## config.mk

```make
export PLATFORM = sky130hd
export DESIGN_NAME = trace_monitor
export DESIGN_NICKNAME = d
export VERILOG_FILES = /design/src/logic/trace_monitor_pkg.sv /design/src/logic/trace_monitor.sv /design/src/logic/trace_stream_out.sv /design/src/logic/trace_packer.sv /design/src/logic/trace_gate.sv /design/src/logic/trace_ctrl_regs.sv
export VERILOG_INCLUDE_DIRS = /design/src /design/src/include
export SDC_FILE = /design/constraint.sdc
export NUM_CORES = 1
export LEC_CHECK = 0
export ABC_CLOCK_PERIOD_IN_PS = 5300
export BUFFER_PORTS_ARGS = -buffer_cell sky130_fd_sc_hd__buf_2
export CORE_UTILIZATION = 40
export DETAILED_ROUTE_END_ITERATION = 6
export PLACE_DENSITY = 0.62
export SETUP_SLACK_MARGIN = 0.2
export SYNTH_ARGS = -nofsm -noshare
export SYNTH_HDL_FRONTEND = slang
export SYNTH_SLANG_ARGS = --single-unit
```

## constraint.sdc

```tcl
create_clock -name clk -period 5.3 [get_ports clk]
set_clock_uncertainty 0.05 [all_clocks]
set_input_delay 0.265 -clock clk [delete_from_list [all_inputs] [get_ports clk]]
set_output_delay 0.265 -clock clk [all_outputs]
set_load 0.1 [all_outputs]
```

## src/include/trace_monitor_defs.svh

```systemverilog
// trace monitor widths, register map and encodings
// shared by the package and by every block that needs a constant
`ifndef TRACE_MONITOR_DEFS_SVH
`define TRACE_MONITOR_DEFS_SVH

`define TM_XLEN             32
`define TM_INSTR_WIDTH      32
`define TM_TS_WIDTH         16
`define TM_NUM_EVENTS       4
`define TM_EVENT_CNT_WIDTH  8
`define TM_WFI_INSTR        32'h10500073
`define TM_BUF_DEPTH        2

// Wishbone word addresses
`define TM_REG_CTRL         3'd0
`define TM_REG_START        3'd1
`define TM_REG_END          3'd2
`define TM_REG_LOW          3'd3
`define TM_REG_HIGH         3'd4
`define TM_REG_DROPPED      3'd5

// bit positions inside the control register
`define TM_CTRL_CAPTURE_EN  0
`define TM_CTRL_START_EN    1
`define TM_CTRL_END_EN      2
`define TM_CTRL_LOW_EN      3
`define TM_CTRL_HIGH_EN     4

`endif
```

## src/logic/trace_monitor_pkg.sv

```systemverilog
// trace monitor data types
// the trace packet is the AXI-Stream payload, instr in the top bits
`include "trace_monitor_defs.svh"

package trace_monitor_pkg;

    typedef logic [`TM_XLEN-1:0] pc_t;

    typedef logic [`TM_INSTR_WIDTH-1:0] instr_t;

    typedef logic [`TM_XLEN-1:0] reg_data_t;

    typedef logic [2:0] reg_addr_t;

    typedef logic [`TM_TS_WIDTH-1:0] ts_delta_t;

    // one saturating count per performance event line, event 0 in the low byte
    typedef logic [`TM_NUM_EVENTS-1:0][`TM_EVENT_CNT_WIDTH-1:0] event_counts_t;

    typedef struct packed {
        instr_t        instr;
        pc_t           pc;
        ts_delta_t     ts_delta;
        event_counts_t event_counts;
    } trace_pkt_t;

endpackage

```

## src/logic/trace_monitor.sv

```systemverilog
// continuous trace monitor for a RISC-V core
// register bank, trace gate, packet builder and stream buffer in one chain
`timescale 1ns/10ps
`include "trace_monitor_defs.svh"

module trace_monitor (
    input  logic                           clk,
    input  logic                           rst_n,
    input  logic                           pc_valid,
    input  trace_monitor_pkg::pc_t         pc,
    input  trace_monitor_pkg::instr_t      instr,
    input  logic [`TM_NUM_EVENTS-1:0]      events,
    input  logic                           wb_cyc,
    input  logic                           wb_stb,
    input  logic                           wb_we,
    input  trace_monitor_pkg::reg_addr_t   wb_adr,
    input  trace_monitor_pkg::reg_data_t   wb_dat_w,
    output trace_monitor_pkg::reg_data_t   wb_dat_r,
    output logic                           wb_ack,
    output logic                           m_axis_tvalid,
    input  logic                           m_axis_tready,
    output trace_monitor_pkg::trace_pkt_t  m_axis_tdata,
    output logic                           m_axis_tlast
);
    localparam int PKT_W = `TM_INSTR_WIDTH + `TM_XLEN + `TM_TS_WIDTH
                         + `TM_NUM_EVENTS * `TM_EVENT_CNT_WIDTH;

    logic                       capture_en;
    logic                       start_en;
    logic                       end_en;
    logic                       low_en;
    logic                       high_en;
    logic [`TM_XLEN-1:0]        start_addr;
    logic [`TM_XLEN-1:0]        end_addr;
    logic [`TM_XLEN-1:0]        range_low;
    logic [`TM_XLEN-1:0]        range_high;
    logic                       capture;
    logic [`TM_XLEN-1:0]        cap_pc;
    logic [`TM_INSTR_WIDTH-1:0] cap_instr;
    logic [PKT_W-1:0]           pkt;
    logic                       pkt_valid;
    logic                       dropped;

    trace_ctrl_regs i_ctrl_regs (
        .clk        (clk),
        .rst_n      (rst_n),
        .wb_cyc     (wb_cyc),
        .wb_stb     (wb_stb),
        .wb_we      (wb_we),
        .wb_adr     (wb_adr),
        .wb_dat_w   (wb_dat_w),
        .dropped    (dropped),
        .wb_dat_r   (wb_dat_r),
        .wb_ack     (wb_ack),
        .capture_en (capture_en),
        .start_en   (start_en),
        .end_en     (end_en),
        .low_en     (low_en),
        .high_en    (high_en),
        .start_addr (start_addr),
        .end_addr   (end_addr),
        .range_low  (range_low),
        .range_high (range_high)
    );

    trace_gate i_gate (
        .clk        (clk),
        .rst_n      (rst_n),
        .pc_valid   (pc_valid),
        .pc         (pc),
        .instr      (instr),
        .capture_en (capture_en),
        .start_en   (start_en),
        .end_en     (end_en),
        .low_en     (low_en),
        .high_en    (high_en),
        .start_addr (start_addr),
        .end_addr   (end_addr),
        .range_low  (range_low),
        .range_high (range_high),
        .capture    (capture),
        .cap_pc     (cap_pc),
        .cap_instr  (cap_instr)
    );

    trace_packer i_packer (
        .clk       (clk),
        .rst_n     (rst_n),
        .capture   (capture),
        .cap_pc    (cap_pc),
        .cap_instr (cap_instr),
        .events    (events),
        .pkt       (pkt),
        .pkt_valid (pkt_valid)
    );

    trace_stream_out #(
        .DEPTH (`TM_BUF_DEPTH)
    ) i_stream_out (
        .clk           (clk),
        .rst_n         (rst_n),
        .pkt_valid     (pkt_valid),
        .pkt           (pkt),
        .m_axis_tready (m_axis_tready),
        .m_axis_tvalid (m_axis_tvalid),
        .m_axis_tdata  (m_axis_tdata),
        .m_axis_tlast  (m_axis_tlast),
        .dropped       (dropped)
    );

endmodule

```

## src/logic/trace_stream_out.sv

```systemverilog
// trace packet buffer with an AXI-Stream master output
// packets that find the buffer full are discarded and reported by a dropped pulse
`timescale 1ns/10ps
`include "trace_monitor_defs.svh"

module trace_stream_out #(
    parameter int DEPTH = `TM_BUF_DEPTH
) (
    input  logic                           clk,
    input  logic                           rst_n,
    input  logic                           pkt_valid,
    input  trace_monitor_pkg::trace_pkt_t  pkt,
    input  logic                           m_axis_tready,
    output logic                           m_axis_tvalid,
    output trace_monitor_pkg::trace_pkt_t  m_axis_tdata,
    output logic                           m_axis_tlast,
    output logic                           dropped
);
    import trace_monitor_pkg::*;

    localparam int PTR_W = (DEPTH > 1) ? $clog2(DEPTH) : 1;
    localparam int CNT_W = $clog2(DEPTH + 1);

    trace_pkt_t       mem [DEPTH];
    logic [PTR_W-1:0] wr_ptr;
    logic [PTR_W-1:0] rd_ptr;
    logic [CNT_W-1:0] count;
    logic             full;
    logic             push;
    logic             pop;

    function automatic logic [PTR_W-1:0] ptr_inc(input logic [PTR_W-1:0] p);
        ptr_inc = (p == PTR_W'(DEPTH - 1)) ? '0 : p + 1'b1;
    endfunction

    assign full = (count == CNT_W'(DEPTH));
    assign pop  = m_axis_tvalid && m_axis_tready;
    // a full buffer still takes a packet in the cycle it hands one out
    assign push = pkt_valid && (!full || pop);

    always_ff @(posedge clk) begin
        if (push) begin
            mem[wr_ptr] <= pkt;
        end
    end

    always_ff @(posedge clk) begin
        if (!rst_n) begin
            wr_ptr  <= '0;
            rd_ptr  <= '0;
            count   <= '0;
            dropped <= 1'b0;
        end else begin
            dropped <= pkt_valid && !push;
            if (push) begin
                wr_ptr <= ptr_inc(wr_ptr);
            end
            if (pop) begin
                rd_ptr <= ptr_inc(rd_ptr);
            end
            case ({push, pop})
                2'b10:   count <= count + 1'b1;
                2'b01:   count <= count - 1'b1;
                default: count <= count;
            endcase
        end
    end

    // the head entry is only rewritten by the transfer that retires it
    assign m_axis_tvalid = (count != '0);
    assign m_axis_tdata  = mem[rd_ptr];
    assign m_axis_tlast  = m_axis_tvalid && (m_axis_tdata.instr == `TM_WFI_INSTR);

endmodule

```

## src/logic/trace_packer.sv

```systemverilog
// trace packer
// counts sample cycles and event occurrences between captures and builds
// one trace packet per capture strobe
`timescale 1ns/10ps
`include "trace_monitor_defs.svh"

module trace_packer (
    input  logic                           clk,
    input  logic                           rst_n,
    input  logic                           capture,
    input  trace_monitor_pkg::pc_t         cap_pc,
    input  trace_monitor_pkg::instr_t      cap_instr,
    input  logic [`TM_NUM_EVENTS-1:0]      events,
    output trace_monitor_pkg::trace_pkt_t  pkt,
    output logic                           pkt_valid
);
    import trace_monitor_pkg::*;

    logic [`TM_NUM_EVENTS-1:0] events_q;
    logic                      sampled;
    ts_delta_t                 ts_cnt;
    ts_delta_t                 ts_next;
    event_counts_t             ev_cnt;
    event_counts_t             ev_next;

    // events line up with the sample held in the gate
    // sampled stays low for the cycle after reset so the reset edge is not counted
    always_ff @(posedge clk) begin
        if (!rst_n) begin
            events_q <= '0;
            sampled  <= 1'b0;
        end else begin
            events_q <= events;
            sampled  <= 1'b1;
        end
    end

    // counts including the sample currently held, all saturating
    always_comb begin
        ts_next = (ts_cnt == '1) ? ts_cnt : ts_cnt + ts_delta_t'(sampled);
        for (int i = 0; i < `TM_NUM_EVENTS; i++) begin
            if (ev_cnt[i] == '1) begin
                ev_next[i] = ev_cnt[i];
            end else begin
                ev_next[i] = ev_cnt[i] + {{(`TM_EVENT_CNT_WIDTH-1){1'b0}}, events_q[i]};
            end
        end
    end

    always_ff @(posedge clk) begin
        if (!rst_n) begin
            ts_cnt    <= '0;
            ev_cnt    <= '0;
            pkt_valid <= 1'b0;
        end else begin
            pkt_valid <= capture;
            if (capture) begin
                ts_cnt <= '0;
                ev_cnt <= '0;
            end else begin
                ts_cnt <= ts_next;
                ev_cnt <= ev_next;
            end
        end
    end

    always_ff @(posedge clk) begin
        if (capture) begin
            pkt.instr        <= cap_instr;
            pkt.pc           <= cap_pc;
            pkt.ts_delta     <= ts_next;
            pkt.event_counts <= ev_next;
        end
    end

endmodule

```

## src/logic/trace_gate.sv

```systemverilog
// trace gate
// samples the retiring pc and instr, finds new instructions and applies
// the start/end triggers and the address range to raise the capture strobe
`timescale 1ns/10ps

module trace_gate (
    input  logic                       clk,
    input  logic                       rst_n,
    input  logic                       pc_valid,
    input  trace_monitor_pkg::pc_t     pc,
    input  trace_monitor_pkg::instr_t  instr,
    input  logic                       capture_en,
    input  logic                       start_en,
    input  logic                       end_en,
    input  logic                       low_en,
    input  logic                       high_en,
    input  trace_monitor_pkg::pc_t     start_addr,
    input  trace_monitor_pkg::pc_t     end_addr,
    input  trace_monitor_pkg::pc_t     range_low,
    input  trace_monitor_pkg::pc_t     range_high,
    output logic                       capture,
    output trace_monitor_pkg::pc_t     cap_pc,
    output trace_monitor_pkg::instr_t  cap_instr
);
    import trace_monitor_pkg::*;

    pc_t    pc_q;
    instr_t instr_q;
    pc_t    prev_pc;
    logic   valid_q;
    logic   trig_on;
    logic   trig_off;
    logic   new_instr;
    logic   start_hit;
    logic   end_hit;
    logic   tracing;
    logic   in_range;

    always_ff @(posedge clk) begin
        pc_q    <= pc;
        instr_q <= instr;
    end

    always_ff @(posedge clk) begin
        if (!rst_n) begin
            valid_q  <= 1'b0;
            prev_pc  <= '0;
            trig_on  <= 1'b0;
            trig_off <= 1'b0;
        end else begin
            valid_q <= pc_valid;
            if (valid_q) begin
                prev_pc <= pc_q;
            end
            // a start match takes priority when both addresses are equal
            if (new_instr && start_hit) begin
                trig_on  <= 1'b1;
                trig_off <= 1'b0;
            end else if (new_instr && end_hit) begin
                trig_on  <= 1'b0;
                trig_off <= 1'b1;
            end
        end
    end

    assign new_instr = valid_q && (pc_q != prev_pc);
    assign start_hit = start_en && (pc_q == start_addr);
    assign end_hit   = end_en && (pc_q == end_addr);

    // the matching instruction itself is traced on start and skipped on end
    always_comb begin
        if (start_hit) begin
            tracing = 1'b1;
        end else if (end_hit) begin
            tracing = 1'b0;
        end else if (start_en) begin
            tracing = trig_on;
        end else begin
            tracing = !trig_off;
        end
    end

    assign in_range = (!low_en || pc_q >= range_low) && (!high_en || pc_q <= range_high);

    assign capture   = capture_en && new_instr && tracing && in_range;
    assign cap_pc    = pc_q;
    assign cap_instr = instr_q;

endmodule

```

## src/logic/trace_ctrl_regs.sv

```systemverilog
// trace monitor register bank
// Wishbone classic slave with control, trigger, range and dropped-count registers
`timescale 1ns/10ps
`include "trace_monitor_defs.svh"

module trace_ctrl_regs (
    input  logic                          clk,
    input  logic                          rst_n,
    input  logic                          wb_cyc,
    input  logic                          wb_stb,
    input  logic                          wb_we,
    input  trace_monitor_pkg::reg_addr_t  wb_adr,
    input  trace_monitor_pkg::reg_data_t  wb_dat_w,
    input  logic                          dropped,
    output trace_monitor_pkg::reg_data_t  wb_dat_r,
    output logic                          wb_ack,
    output logic                          capture_en,
    output logic                          start_en,
    output logic                          end_en,
    output logic                          low_en,
    output logic                          high_en,
    output trace_monitor_pkg::pc_t        start_addr,
    output trace_monitor_pkg::pc_t        end_addr,
    output trace_monitor_pkg::pc_t        range_low,
    output trace_monitor_pkg::pc_t        range_high
);
    import trace_monitor_pkg::*;

    logic [`TM_CTRL_HIGH_EN:0] ctrl;
    reg_data_t                 dropped_cnt;
    logic                      wb_req;
    logic                      wb_wr;

    // a request not yet acknowledged, so ack can never be high two cycles running
    assign wb_req = wb_cyc && wb_stb && !wb_ack;
    assign wb_wr  = wb_req && wb_we;

    always_ff @(posedge clk) begin
        if (!rst_n) begin
            wb_ack      <= 1'b0;
            ctrl        <= '0;
            start_addr  <= '0;
            end_addr    <= '0;
            range_low   <= '0;
            range_high  <= '1;
            dropped_cnt <= '0;
        end else begin
            wb_ack <= wb_req;
            if (wb_wr) begin
                case (wb_adr)
                    `TM_REG_CTRL:  ctrl <= wb_dat_w[`TM_CTRL_HIGH_EN:0];
                    `TM_REG_START: start_addr <= wb_dat_w;
                    `TM_REG_END:   end_addr <= wb_dat_w;
                    `TM_REG_LOW:   range_low <= wb_dat_w;
                    `TM_REG_HIGH:  range_high <= wb_dat_w;
                    default:       ;
                endcase
            end
            // clearing by a write wins over a drop in the same cycle
            if (wb_wr && wb_adr == `TM_REG_DROPPED) begin
                dropped_cnt <= '0;
            end else if (dropped && dropped_cnt != '1) begin
                dropped_cnt <= dropped_cnt + 1'b1;
            end
        end
    end

    // read data is captured on the edge that raises ack
    always_ff @(posedge clk) begin
        if (wb_req) begin
            case (wb_adr)
                `TM_REG_CTRL:    wb_dat_r <= reg_data_t'(ctrl);
                `TM_REG_START:   wb_dat_r <= start_addr;
                `TM_REG_END:     wb_dat_r <= end_addr;
                `TM_REG_LOW:     wb_dat_r <= range_low;
                `TM_REG_HIGH:    wb_dat_r <= range_high;
                `TM_REG_DROPPED: wb_dat_r <= dropped_cnt;
                default:         wb_dat_r <= '0;
            endcase
        end
    end

    assign capture_en = ctrl[`TM_CTRL_CAPTURE_EN];
    assign start_en   = ctrl[`TM_CTRL_START_EN];
    assign end_en     = ctrl[`TM_CTRL_END_EN];
    assign low_en     = ctrl[`TM_CTRL_LOW_EN];
    assign high_en    = ctrl[`TM_CTRL_HIGH_EN];

endmodule

```

==> qor.txt <==
Outcome: finished, final reports clean
Avg Inst Size Synth: 12.0 um2
Area delta synth->final: 21.1%
Crit Path Max Fanout: 51
Vias in the first global route: 18600
Combinational family with the most area after synthesis: simple AND/OR/NAND/NOR gates
Commonest non-fill, non-tap cells in the layout: 368 x edfxtp_1, 343 x nand2_1, 323 x dfxtp_1
Dpl cells: 3438
Antenna cells: 0
Post-layout net count: 2872
GRT busiest layer: met2
Period utilisation layout: 71.4%
Global Route met3 Usage: 4.31%
Ys async rst share: 0%
CTS tree: done
Die area: 71100 um2
WL/cell: 19.8 um
Total Power: 11.7 mW
Hold Path Class: in2reg
XOR/XNOR Fraction of Synth Area: 4.63%
Pin count of the biggest net entering global routing: 111
Final core occ: 49.2%
Antenna viol nets, final: 0
Core area: 68900 um2
Post-synthesis mux area share: 7.35%
Clock Latency Late Sink: 0.63 ns
Sequential share of power: 49.0%
Post-synthesis simple-gate area fraction: 11.7%
Reg clk slew, reported paths: 0.06 ns
Seq/Total Area, Yosys: 62.6%
Antenna violations before repair: 3
Root Buffer: clkbuf_16
Synth Net Count: 2527
Unique masters post-synth: 54
Htree depth: 3
Worst Path Required: 4.99 ns
Initial DRC Count: 1392
Global-route wire length before repair: 109 mm
Clk pwr share: 46.3%
Gr usage total: 20.3%
Via count: 18800
Slew @ Worst Pin: 1.31 ns
Placed Area: 30300 um2
DRC viols: 0
DRT Pass-1 Iters: 6
Leakage power total: 12.8 nW
Biggest regs: i_stream_out.mem (224), i_packer.pkt (112)
Initial Utilization: 40.7%
Final instance area: 33900 um2
Startpoint Class: register
CP endpoint kind: output port
Post-DP HPWL: 49.2 mm
Clk sinks: 693
Number of flip-flops in the largest register: 224
Port buffer count: 256
Main synth FF type: edfxtp_1
Final Worst Setup Slack: 1.51 ns
Num CTS Buffers: 74
FMAX: 0.264 GHz
WHS: 0.219 ns
Cell Rows: 96
P_int: 9.12 mW
Post-synthesis adder-cell area fraction: 3.39%
Gp weighted congestion: 0.929
R2r setup slk: 1.68 ns
Post-CTS Setup Inserts: 0
Chip width: 267 um
Post-synth EDFFs: 368
Biggest register: i_stream_out.mem
Rel. slew slack: 12.4%
Worst EP arrival: 3.47 ns
Syn Inst Count: 2341
Logic pwr share: 4.7%
CTS resizes: 0
Worst IR Drop VDD: 0.237 mV
Tmin final: 3.79 ns
Slew Viols, Final: 0
Worst slack at placement: 1.77 ns
Gr ovfl total: 0
Die height: 267 um
Via/cell ratio: 5.11
MaxCap Viol Count: 0
Synth Area in Compound Gates: 7.65%
Non-Filler Instances: 3678
Yosys warns: 0
Commonest non-fill, non-tap cell in the layout: edfxtp_1
Final hold vios: 0
Grt met1 use: 25.4%
Final WL: 72.8 mm
# setup viols final: 0
Mapped Area: 28000 um2
Yosys reg bits: 693
Setup Crit Path Kind: reg2out
Layout cell share with drive strength beyond 1: 19.5%
Clock Tree Buf Depth: 3
Ports: 257
Net load switching power: 2.62 mW
Sw Share: 22.3%
Met2 usage: 33.9%
RSZ-0062 raised after global routing: false
Pwr dens: 346 nW/um2
Setup TNS Final: 0 ns
[power groups by stage]
stage	clock, mW	combinational [mW]	sequential, mW
2_1_floorplan	0	0.236	5.93
3_3_place_gp	0	0.480	5.87
3_5_place_dp	0	0.484	5.88
4_1_cts	5.56	0.551	5.76
5_1_grt	5.78	0.592	5.76
6_report	5.44	0.551	5.76
[kinds of logic after synthesis]
group,after synthesis
AND/OR/NAND/NOR,718
adder cells (fa/ha/maj),76
buffers and inverters,196
AO/OA/AOI/OAI,321
flip-flops,693
XOR/XNOR,148
multiplexers,189
[path summary, 6_finish.rpt]
kind                                     start                                end  cells after the start
hold / removal                       wb_adr[0]  i_ctrl_regs.wb_dat_r[7]$_DFFE_PP_                      2
hold reg to reg   i_gate.cap_instr[12]$_DFF_P_         i_packer.pkt[92]$_DFFE_PP_                      0
setup reg to reg      i_gate.cap_pc[6]$_DFF_P_         i_packer.pkt[99]$_DFFE_PP_                      7
setup / recovery                      register                       m_axis_tlast                      6
[cell type report]
cell class                      instances  area (um2)
Timing Repair Buffer                  378        2490
Tap cell                              931        1160
Sequential cell                       693       17600
Clock buffer                           98        2060
Fill cell                            6184       35000
Multi-Input combinational cell       1452        9800
Clock inverter                         39         551
Inverter                               87         327
[synth_stat cells, drive strengths merged (5+ instances only)]
library cell / count / area (um2)
edfxtp: 368 / 11100
nand2: 343 / 1290
dfxtp: 325 / 6510
nor2: 133 / 499
mux2: 115 / 1290
xor2: 104 / 911
a21boi: 99 / 743
a21oi: 94 / 470
clkbuf: 91 / 342
inv: 87 / 327
ha: 76 / 951
mux2i: 72 / 721
nand3: 44 / 220
nor2b: 44 / 275
xnor2: 44 / 385
nor4: 33 / 213
o211ai: 33 / 248
o21ai: 31 / 155
nand4: 30 / 188
a221oi: 29 / 254
buf: 18 / 77.6
or3: 18 / 113
and2: 15 / 93.8
and3: 13 / 81.3
nand2b: 12 / 75.1
nor3: 11 / 55.1
a31oi: 7 / 43.8
or2: 6 / 37.5
a211oi: 5 / 42.5
[per-layer routing]
layer,routed length [um],vias up
met5,35,-
met4,3020,6
met3,4250,166
met2,34800,589
met1,30700,9073
li1,-,8974
[critical path, stage by stage, from the launching register on]
cell	delay (ns)
dfxtp_4	0.80
mux2_2	0.42
nor4_1	0.33
nand2_1	0.12
or4_1	0.49
nor3_1	0.20
buf_2	0.45
[timing repair]
item / 4_1_cts / 5_1_grt
hold endpoints to repair: 203 / 0
setup endpoints to repair: 0 / 0
hold buffers: 103 / 0
Power figures use the tool's default switching activity.
